## src/armPkg.sv

```systemverilog
package armPkg;

  // Major instruction class in bits 27:26
  typedef enum logic [1:0] {
    opData   = 2'b00,
    opMemory = 2'b01,
    opBranch = 2'b10
  } instrOp_t;

  // Data-processing opcodes that the core implements
  typedef enum logic [3:0] {
    dpAnd = 4'b0000,
    dpSub = 4'b0010,
    dpAdd = 4'b0100,
    dpCmp = 4'b1010,
    dpOrr = 4'b1100,
    dpMov = 4'b1101
  } dpOpcode_t;

  typedef enum logic [1:0] {
    aluAdd = 2'b00,
    aluSub = 2'b01,
    aluAnd = 2'b10,
    aluOrr = 2'b11
  } aluOp_t;

  typedef enum logic [3:0] {
    condEq = 4'h0,
    condNe = 4'h1,
    condCs = 4'h2,
    condCc = 4'h3,
    condMi = 4'h4,
    condPl = 4'h5,
    condVs = 4'h6,
    condVc = 4'h7,
    condHi = 4'h8,
    condLs = 4'h9,
    condGe = 4'hA,
    condLt = 4'hB,
    condGt = 4'hC,
    condLe = 4'hD,
    condAl = 4'hE
  } cond_t;

  typedef struct packed {
    logic n;
    logic z;
    logic c;
    logic v;
  } flags_t;

  typedef struct packed {
    cond_t       cond;
    instrOp_t    op;
    logic        i;
    logic [3:0]  opcode;
    logic        s;
    logic [3:0]  rn;
    logic [3:0]  rd;
    logic [11:0] operand2;
  } dpInstr_t;

  typedef struct packed {
    cond_t       cond;
    instrOp_t    op;
    logic        i;
    logic        p;
    logic        u;
    logic        b;
    logic        w;
    logic        l;
    logic [3:0]  rn;
    logic [3:0]  rd;
    logic [11:0] imm12;
  } memInstr_t;

  // Bit 25 is always set for B
  typedef struct packed {
    cond_t       cond;
    instrOp_t    op;
    logic        rsvd;
    logic        link;
    logic [23:0] imm24;
  } brInstr_t;

  // Same fetched word, viewed by instruction class
  typedef union packed {
    dpInstr_t  dp;
    memInstr_t mem;
    brInstr_t  br;
  } instrWord_t;

  typedef struct packed {
    logic   regWrite;
    logic   memWrite;
    logic   memToReg;
    logic   branch;
    logic   aluSrc;
    logic   flagWrite;
    aluOp_t aluOp;
    cond_t  cond;
  } ctrl_t;

  typedef struct packed {
    logic        valid;
    ctrl_t       ctrl;
    logic [31:0] rd1;
    logic [31:0] rd2;
    logic [31:0] storeData;
    logic [31:0] imm;
    logic [31:0] pcPlus8;
    logic [3:0]  rd;
  } decodeExecute_t;

  typedef struct packed {
    logic        valid;
    logic        regWrite;
    logic        memWrite;
    logic        memToReg;
    logic [31:0] aluResult;
    logic [31:0] writeData;
    logic [3:0]  rd;
  } executeMemory_t;

  typedef struct packed {
    logic        valid;
    logic        regWrite;
    logic        memToReg;
    logic [31:0] aluResult;
    logic [31:0] readData;
    logic [3:0]  rd;
  } memoryWriteback_t;

endpackage

```

## src/arm.sv

```systemverilog
`timescale 1ns/1ps

module arm #(
  parameter logic [31:0] resetAddr = 32'h0
) (
  input  logic        clk,
  input  logic        reset,
  input  logic [31:0] instruction,
  input  logic [31:0] readData,
  output logic [31:0] pc,
  output logic [31:0] aluResult,
  output logic [31:0] writeData,
  output logic        writeEnable
);

  armPkg::instrWord_t       instr;
  logic                     instrValid;
  logic [31:0]              pcPlus8;
  armPkg::decodeExecute_t   deReg;
  armPkg::executeMemory_t   emReg;
  armPkg::memoryWriteback_t mwReg;
  logic                     branchTaken;
  logic [31:0]              branchTarget;
  logic [31:0]              result;
  logic                     wbWrite;

  fetch #(.resetAddr(resetAddr)) u_fetch (
    .clk          (clk),
    .reset        (reset),
    .branchTaken  (branchTaken),
    .branchTarget (branchTarget),
    .pc           (pc),
    .instruction  (instruction),
    .instr        (instr),
    .instrValid   (instrValid),
    .pcPlus8      (pcPlus8)
  );

  // Taken branch also squashes the instruction in decode
  decode u_decode (
    .clk        (clk),
    .reset      (reset),
    .instr      (instr),
    .instrValid (instrValid),
    .pcPlus8    (pcPlus8),
    .flush      (branchTaken),
    .wbWrite    (wbWrite),
    .wbReg      (mwReg.rd),
    .wbData     (result),
    .deReg      (deReg)
  );

  execute u_execute (
    .clk          (clk),
    .reset        (reset),
    .deReg        (deReg),
    .emReg        (emReg),
    .branchTaken  (branchTaken),
    .branchTarget (branchTarget)
  );

  memory u_memory (
    .clk         (clk),
    .reset       (reset),
    .emReg       (emReg),
    .aluResult   (aluResult),
    .writeData   (writeData),
    .writeEnable (writeEnable),
    .readData    (readData),
    .mwReg       (mwReg)
  );

  // Writeback
  assign result  = mwReg.memToReg ? mwReg.readData : mwReg.aluResult;
  assign wbWrite = mwReg.valid && mwReg.regWrite;

endmodule

```

## src/decode.sv

```systemverilog
`timescale 1ns/1ps

module decode (
  input  logic                  clk,
  input  logic                  reset,
  input  armPkg::instrWord_t    instr,
  input  logic                  instrValid,
  input  logic [31:0]           pcPlus8,
  input  logic                  flush,
  input  logic                  wbWrite,
  input  logic [3:0]            wbReg,
  input  logic [31:0]           wbData,
  output armPkg::decodeExecute_t deReg
);

  armPkg::ctrl_t ctrl;
  logic [31:0]   imm;
  logic [3:0]    ra1;
  logic [3:0]    ra2;
  logic [31:0]   rfRd1;
  logic [31:0]   rfRd2;
  logic          movOp;

  registerFile u_registerFile (
    .clk   (clk),
    .reset (reset),
    .ra1   (ra1),
    .ra2   (ra2),
    .wa    (wbReg),
    .we    (wbWrite),
    .wd    (wbData),
    .r15   (pcPlus8),
    .rd1   (rfRd1),
    .rd2   (rfRd2)
  );

  always_comb begin
    ctrl      = '0;
    ctrl.cond = instr.dp.cond;
    imm       = '0;
    movOp     = 1'b0;
    ra1       = instr.dp.rn;
    ra2       = instr.dp.operand2[3:0];

    case (instr.dp.op)
      armPkg::opData: begin
        ctrl.aluSrc    = instr.dp.i;
        ctrl.flagWrite = instr.dp.s;
        ctrl.regWrite  = 1'b1;
        imm            = {24'b0, instr.dp.operand2[7:0]};
        case (instr.dp.opcode)
          armPkg::dpAdd: ctrl.aluOp = armPkg::aluAdd;
          armPkg::dpSub: ctrl.aluOp = armPkg::aluSub;
          armPkg::dpAnd: ctrl.aluOp = armPkg::aluAnd;
          armPkg::dpOrr: ctrl.aluOp = armPkg::aluOrr;
          armPkg::dpMov: begin
            // OR with a zero first operand
            ctrl.aluOp = armPkg::aluOrr;
            movOp      = 1'b1;
          end
          armPkg::dpCmp: begin
            ctrl.aluOp     = armPkg::aluSub;
            ctrl.regWrite  = 1'b0;
            ctrl.flagWrite = 1'b1;
          end
          default: begin
            ctrl.regWrite  = 1'b0;
            ctrl.flagWrite = 1'b0;
          end
        endcase
      end
      armPkg::opMemory: begin
        ctrl.aluSrc   = 1'b1;
        ctrl.aluOp    = armPkg::aluAdd;
        ctrl.regWrite = instr.mem.l;
        ctrl.memToReg = instr.mem.l;
        ctrl.memWrite = !instr.mem.l;
        imm           = {20'b0, instr.mem.imm12};
        // Store data comes from the rd field
        ra2           = instr.mem.rd;
      end
      armPkg::opBranch: begin
        ctrl.branch = 1'b1;
        imm         = {{6{instr.br.imm24[23]}}, instr.br.imm24, 2'b00};
      end
      default: ;
    endcase
  end

  // Decode to execute register
  always_ff @(posedge clk) begin
    if (reset) begin
      deReg.valid <= 1'b0;
    end else begin
      deReg.valid <= instrValid && !flush;
    end
    deReg.ctrl      <= ctrl;
    deReg.rd1       <= movOp ? 32'b0 : rfRd1;
    deReg.rd2       <= rfRd2;
    deReg.storeData <= rfRd2;
    deReg.imm       <= imm;
    deReg.pcPlus8   <= pcPlus8;
    deReg.rd        <= instr.dp.rd;
  end

endmodule

```

## src/execute.sv

```systemverilog
`timescale 1ns/1ps

module execute (
  input  logic                   clk,
  input  logic                   reset,
  input  armPkg::decodeExecute_t deReg,
  output armPkg::executeMemory_t emReg,
  output logic                   branchTaken,
  output logic [31:0]            branchTarget
);

  armPkg::flags_t flags;
  armPkg::flags_t aluFlags;
  logic           condPass;
  logic           issue;
  logic           subtract;
  logic [31:0]    srcA;
  logic [31:0]    srcB;
  logic [32:0]    sum;
  logic [31:0]    aluOut;

  // Condition check against the current flags
  always_comb begin
    case (deReg.ctrl.cond)
      armPkg::condEq: condPass = flags.z;
      armPkg::condNe: condPass = !flags.z;
      armPkg::condCs: condPass = flags.c;
      armPkg::condCc: condPass = !flags.c;
      armPkg::condMi: condPass = flags.n;
      armPkg::condPl: condPass = !flags.n;
      armPkg::condVs: condPass = flags.v;
      armPkg::condVc: condPass = !flags.v;
      armPkg::condHi: condPass = flags.c && !flags.z;
      armPkg::condLs: condPass = !flags.c || flags.z;
      armPkg::condGe: condPass = flags.n == flags.v;
      armPkg::condLt: condPass = flags.n != flags.v;
      armPkg::condGt: condPass = !flags.z && (flags.n == flags.v);
      armPkg::condLe: condPass = flags.z || (flags.n != flags.v);
      armPkg::condAl: condPass = 1'b1;
      default:        condPass = 1'b0;
    endcase
  end

  // Failed condition turns the slot into a bubble
  assign issue = deReg.valid && condPass;

  assign srcA     = deReg.rd1;
  assign srcB     = deReg.ctrl.aluSrc ? deReg.imm : deReg.rd2;
  assign subtract = deReg.ctrl.aluOp == armPkg::aluSub;
  // Subtract as A + ~B + 1, so carry is NOT borrow
  assign sum = {1'b0, srcA} + {1'b0, subtract ? ~srcB : srcB} + {32'b0, subtract};

  always_comb begin
    aluFlags = flags;
    case (deReg.ctrl.aluOp)
      armPkg::aluAnd: aluOut = srcA & srcB;
      armPkg::aluOrr: aluOut = srcA | srcB;
      default: begin
        aluOut     = sum[31:0];
        aluFlags.c = sum[32];
        if (subtract) begin
          aluFlags.v = (srcA[31] != srcB[31]) && (sum[31] != srcA[31]);
        end else begin
          aluFlags.v = (srcA[31] == srcB[31]) && (sum[31] != srcA[31]);
        end
      end
    endcase
    // Logic ops keep C and V
    aluFlags.n = aluOut[31];
    aluFlags.z = aluOut == 32'b0;
  end

  always_ff @(posedge clk) begin
    if (reset) begin
      flags <= '0;
    end else if (issue && deReg.ctrl.flagWrite) begin
      flags <= aluFlags;
    end
  end

  assign branchTaken  = issue && deReg.ctrl.branch;
  assign branchTarget = deReg.pcPlus8 + deReg.imm;

  // Execute to memory register
  always_ff @(posedge clk) begin
    if (reset) begin
      emReg.valid <= 1'b0;
    end else begin
      emReg.valid <= issue;
    end
    emReg.regWrite  <= deReg.ctrl.regWrite;
    emReg.memWrite  <= deReg.ctrl.memWrite;
    emReg.memToReg  <= deReg.ctrl.memToReg;
    emReg.aluResult <= aluOut;
    emReg.writeData <= deReg.storeData;
    emReg.rd        <= deReg.rd;
  end

endmodule

```

## src/fetch.sv

```systemverilog
`timescale 1ns/1ps

module fetch #(
  parameter logic [31:0] resetAddr = 32'h0
) (
  input  logic              clk,
  input  logic              reset,
  input  logic              branchTaken,
  input  logic [31:0]       branchTarget,
  output logic [31:0]       pc,
  input  logic [31:0]       instruction,
  output armPkg::instrWord_t instr,
  output logic              instrValid,
  output logic [31:0]       pcPlus8
);

  logic [31:0] nextPc;

  // Branch resolved in execute overrides sequential fetch
  assign nextPc = branchTaken ? branchTarget : pc + 32'd4;

  always_ff @(posedge clk) begin
    if (reset) begin
      pc <= resetAddr;
    end else begin
      pc <= nextPc;
    end
  end

  // Fetch to decode register
  always_ff @(posedge clk) begin
    if (reset) begin
      instrValid <= 1'b0;
    end else begin
      // Word fetched alongside a taken branch is squashed
      instrValid <= !branchTaken;
    end
    instr   <= armPkg::instrWord_t'(instruction);
    pcPlus8 <= pc + 32'd8;
  end

endmodule

```

## src/memory.sv

```systemverilog
`timescale 1ns/1ps

module memory (
  input  logic                     clk,
  input  logic                     reset,
  input  armPkg::executeMemory_t   emReg,
  output logic [31:0]              aluResult,
  output logic [31:0]              writeData,
  output logic                     writeEnable,
  input  logic [31:0]              readData,
  output armPkg::memoryWriteback_t mwReg
);

  // Data port, address is the ALU result
  assign aluResult   = emReg.aluResult;
  assign writeData   = emReg.writeData;
  assign writeEnable = emReg.valid && emReg.memWrite;

  // Memory to writeback register
  always_ff @(posedge clk) begin
    if (reset) begin
      mwReg.valid <= 1'b0;
    end else begin
      mwReg.valid <= emReg.valid;
    end
    mwReg.regWrite  <= emReg.regWrite;
    mwReg.memToReg  <= emReg.memToReg;
    mwReg.aluResult <= emReg.aluResult;
    // Load data captured at the end of the memory cycle
    mwReg.readData  <= readData;
    mwReg.rd        <= emReg.rd;
  end

endmodule

```

## src/registerFile.sv

```systemverilog
`timescale 1ns/1ps

module registerFile (
  input  logic        clk,
  input  logic        reset,
  input  logic [3:0]  ra1,
  input  logic [3:0]  ra2,
  input  logic [3:0]  wa,
  input  logic        we,
  input  logic [31:0] wd,
  input  logic [31:0] r15,
  output logic [31:0] rd1,
  output logic [31:0] rd2
);

  // r0 to r14, the PC is not stored here
  logic [31:0] regs [0:14];

  always_ff @(posedge clk) begin
    if (reset) begin
      for (int k = 0; k < 15; k++) begin
        regs[k] <= '0;
      end
    end else if (we && wa != 4'd15) begin
      regs[wa] <= wd;
    end
  end

  // Write-through so writeback and decode can share a cycle
  always_comb begin
    if (ra1 == 4'd15) rd1 = r15;
    else if (we && wa == ra1) rd1 = wd;
    else rd1 = regs[ra1];

    if (ra2 == 4'd15) rd2 = r15;
    else if (we && wa == ra2) rd2 = wd;
    else rd2 = regs[ra2];
  end

endmodule

```

## config.mk

```make
export PLATFORM = sky130hd
export DESIGN_NAME = arm
export DESIGN_NICKNAME = d
export VERILOG_FILES = /design/src/armPkg.sv /design/src/arm.sv /design/src/decode.sv /design/src/execute.sv /design/src/fetch.sv /design/src/memory.sv /design/src/registerFile.sv
export SDC_FILE = /design/constraint.sdc
export NUM_CORES = 2
export LEC_CHECK = 0
export BUFFER_PORTS_ARGS = -buffer_cell sky130_fd_sc_hd__buf_2
export CAP_MARGIN = 0
export CORE_MARGIN = 2
export CORE_UTILIZATION = 25
export CTS_CLUSTER_SIZE = 25
export DETAILED_ROUTE_END_ITERATION = 10
export GPL_TIMING_DRIVEN = 0
export PLACE_DENSITY_LB_ADDON = 0.15
export RECOVER_POWER = 25
export SYNTH_ARGS = -nofsm -noshare
export SYNTH_HDL_FRONTEND = slang
export SYNTH_SLANG_ARGS = --single-unit
```

## constraint.sdc

```tcl
create_clock -name clk -period 6.7 [get_ports clk]
set_input_delay 1.34 -clock clk [delete_from_list [all_inputs] [get_ports clk]]
set_output_delay 1.34 -clock clk [all_outputs]
set_load 0.02 [all_outputs]
```

==> metrics.md <==
| Metric | Value |
|---|---|
| Run status | completed |
| Detailed-placement wirelength estimate | 125 mm |
| Area of the multi-input gates | 17500 µm² |
| Clock tree from TritonCTS | done |
| Total number of yosys warnings | 0 |
| Post-layout power | 16.1 mW |
| Layer with the highest usage after global routing | met2 |
| Total grt overflow | 0 |
| CTS HTree Levels | 3 |
| Sequential Area | 23000 µm² |
| Placer congestion estimate | 0.877 |
| Clock net sink count | 895 |
| Layout cell share with drive strength beyond 1 | 16.5% |
| Fraction of met2 tracks used by global routing | 31.4% |
| Floorplan die area | 172000 µm² |
| Total of max-cap violations | 0 |
| Critical path data required time | 7340 ps |
| Buffers from clock root to sink, at most | 3 |
| Maximum number of pins on one net before global-route repair | 27 |
| Via count of the first global-routing pass | 30.2k |
| Leakage power total | 18.6 nW |
| Number of setup violations in the final report | 0 |
| Number of top-level pins | 163 |
| Util after Layout | 29.7% |
| TritonRoute pass-1 iters | 6 |
| Number of pins with negative max-slew slack in the final report | 0 |
| Hold Crit Class | reg2reg |
| Largest voltage drop on the vdd net | 0.202 mV |
| First-pass GRT wire length | 229 mm |
| Max Clk Rate | 0.155 GHz |
| Final worst setup slack | 247 ps |
| Maximum net fanout on the critical path | 10 |
| Layout Nets | 3958 |
| Overall die height | 414 µm |
| Number of post-CTS setup repair buffers | 0 |
| Initial core utilization | 25.2% |
| Post-Synthesis Cell Area | 42100 µm² |
| Worst-skew pair later-pin latency | 740 ps |
| Placement row count | 150 |
| Met3 track demand over resource in global routing | 3.74% |
| Clock transition at path regs | 60 ps |
| Antenna violations before repair | 6 |
| Crit path time final | 6450 ps |
| Global routing usage summed across all routing layers | 18.7% |
| Most used flip-flop cell after synthesis | sky130_fd_sc_hd__edfxtp_1 |
| Vias per Instance | 4.85 |
| Number of buffer cells added on primary ports | 162 |
| Cell area reported after detailed placement | 46100 µm² |
| Netlist cell types | 67 |
| Slew at the pin closest to its max-slew limit | 1420 ps |
| Post-route insts no fill | 6122 |
| Power density cells | 325 nW/µm² |
| Final-report hold violation count | 0 |
| Syn-to-layout area delta | 18.0% |
| Critical path arrival | 7090 ps |
| Hold WS | 325 ps |
| Aggregate routed wire length | 163 mm |
| Post-synthesis cell count | 3505 |
| Number of clock buffers inserted by TritonCTS | 107 |
| DRC marker count from the first detailed-route iteration | 2882 |
| Number of enable-type register cells in the synthesized netlist | 512 |
| Worst slew margin relative to its limit | 2.84% |
| Sequential cell area fraction in the yosys report | 54.8% |
| Final-layout setup total negative slack | 0 ps |
| Unrepaired setup endpoints after global routing | false |
| Number of buffers inserted for hold repair after clock tree synthesis | 0 |
| Crit. End Element | flip-flop |
| Cell area after layout | 49700 µm² |
| Proportion of register bits with asynchronous set or reset after synthesis | 0% |
| Cells after DPL | 5920 |
| Kind of critical path | reg2reg |
| Master cell of the clock root buffer | sky130_fd_sc_hd__clkbuf_16 |
| Wire length per cell after detailed routing | 26.7 µm |
| Remaining design rule violation count | 0 |
| Final setup skew | 39.9 ps |
| Vias after detailed routing | 29.7k |
| Worst slack at placement | -1950 ps |
| Core outline area | 167000 µm² |
| Fin crit share | 96.3% |
| Number of filler instances in the final layout | 17.2k |
| Antenna violation net count after detailed routing | 0 |
| Post-Syn Area per Cell | 12.0 µm² |
| Grt met1 use | 24.1% |
| Commonest non-fill, non-tap cells in the layout | 670 x sky130_fd_sc_hd__nor2_1, 512 x sky130_fd_sc_hd__edfxtp_1, 381 x sky130_fd_sc_hd__dfxtp_1, 315 x sky130_fd_sc_hd__clkbuf_1, 288 x sky130_fd_sc_hd__mux4_2 |
| Crit path launch type | flip-flop |
| Yosys reg bits | 895 |
| Most common cell after layout, fill and taps aside | sky130_fd_sc_hd__nor2_1 |
| Horiz. Die Dim | 414 µm |
registers in the layout, summed over array words and instances, names as in the netlist:
register,flops
u_fetch.instr,32
u_fetch.pc,32
u_fetch.instrValid,1
u_execute.emReg,72
u_decode.u_registerFile.regs,512
u_fetch.pcPlus8,32
u_execute.flags,4
u_memory.mwReg,71
u_decode.deReg,139
logic make-up after synthesis:
group / share of synthesized area (%)
AO/OA/AOI/OAI: 6.27
XOR/XNOR: 2.94
adder cells (fa/ha/maj): 2.57
buffers and inverters: 4.21
flip-flops: 54.8
multiplexers: 17.2
other: 0.00891
AND/OR/NAND/NOR: 12.0
cell type report:
type,count,area share [%]
Antenna cell,6,0.0302
Buffer,308,2.85
Clock buffer,140,5.93
Clock inverter,59,1.27
Inverter,95,0.721
Multi-Input combinational cell,2234,35.1
Sequential cell,895,46.4
Tap cell,2204,5.55
Timing Repair Buffer,181,2.08
worst max-delay path, cell delays in order (launching register included):
cell                        delay [ps]
sky130_fd_sc_hd__dfxtp_2           400
sky130_fd_sc_hd__clkbuf_4          270
sky130_fd_sc_hd__buf_2             240
sky130_fd_sc_hd__buf_2             240
sky130_fd_sc_hd__clkbuf_2          290
sky130_fd_sc_hd__nor2_4            320
sky130_fd_sc_hd__clkbuf_4          390
sky130_fd_sc_hd__mux2i_1           150
sky130_fd_sc_hd__fa_1              440
sky130_fd_sc_hd__nand2b_2          250
sky130_fd_sc_hd__a211oi_4          310
sky130_fd_sc_hd__o22ai_2           200
sky130_fd_sc_hd__o31a_1            390
sky130_fd_sc_hd__o31a_1            410
sky130_fd_sc_hd__o311a_1           390
sky130_fd_sc_hd__a211o_1           310
sky130_fd_sc_hd__or4_1             600
sky130_fd_sc_hd__nor4_4            430
sky130_fd_sc_hd__nand4bb_1         170
sky130_fd_sc_hd__o21ai_1           100
repair_timing:
action,4_1_cts,5_1_grt
gates resized for setup,16,4
setup endpoints to repair,22,1
gates cloned,0,0
path summary, 6_finish.rpt:
check	from	endpoint	slack, ps	cells past startpoint
worst max-delay path	u_decode.deReg[169]$_SDFF_PN0_	u_execute.flags[2]$_SDFFE_PP0P_	250	19
worst min register to register	u_fetch.instr[30]$_DFF_P_	u_decode.deReg[166]$_DFF_P_	330	0
worst min-delay path	u_fetch.instr[30]$_DFF_P_	u_decode.deReg[166]$_DFF_P_	330	0
worst max register to register	u_decode.deReg[169]$_SDFF_PN0_	u_execute.flags[2]$_SDFFE_PP0P_	250	19
layer usage:
| layer | routed length (µm) | vias up |
|---|---|---|
| li1 | - | 13300 |
| met1 | 70000 | 15200 |
| met2 | 78500 | 966 |
| met3 | 9720 | 210 |
| met4 | 5050 | 0 |
| met5 | 0 | - |
where the power goes:
group / total [mW] / switching [mW] / internal (mW)
Sequential: 6.75 / 0.410 / 6.34
Combinational: 3.36 / 2.28 / 1.08
Clock: 6.00 / 2.49 / 3.52
synth_stat cells (all sizes together) (5+ instances only):
library cell,count,area share [%]
mux2,5,0.13
inv,94,0.84
mux4,288,15
xor2,63,1.3
nand2b,23,0.35
a22o,7,0.15
o22ai,6,0.10
edfxtp,512,37
maj3,19,0.45
ha,68,2.0
clkbuf,201,1.8
a31oi,39,0.58
o21ai,96,1.1
o41ai,5,0.10
dfxtp,383,18
o21bai,7,0.12
nand3,98,1.2
and3,13,0.19
a21oi,100,1.2
nor4,10,0.15
xnor2,78,1.6
a211o,5,0.10
a21boi,6,0.11
or3,9,0.13
o31ai,7,0.12
and2,19,0.28
and4,7,0.15
o211ai,7,0.12
o21a,12,0.21
nor2,671,6.0
nor3,21,0.25
nor2b,17,0.25
or4,6,0.11
buf,111,1.6
nand4,24,0.36
nand2,261,2.3
a211oi,60,1.1
a41oi,6,0.12
or2,5,0.074
a21o,28,0.50
mux2i,70,1.7
Power figures use the tool's default switching activity.
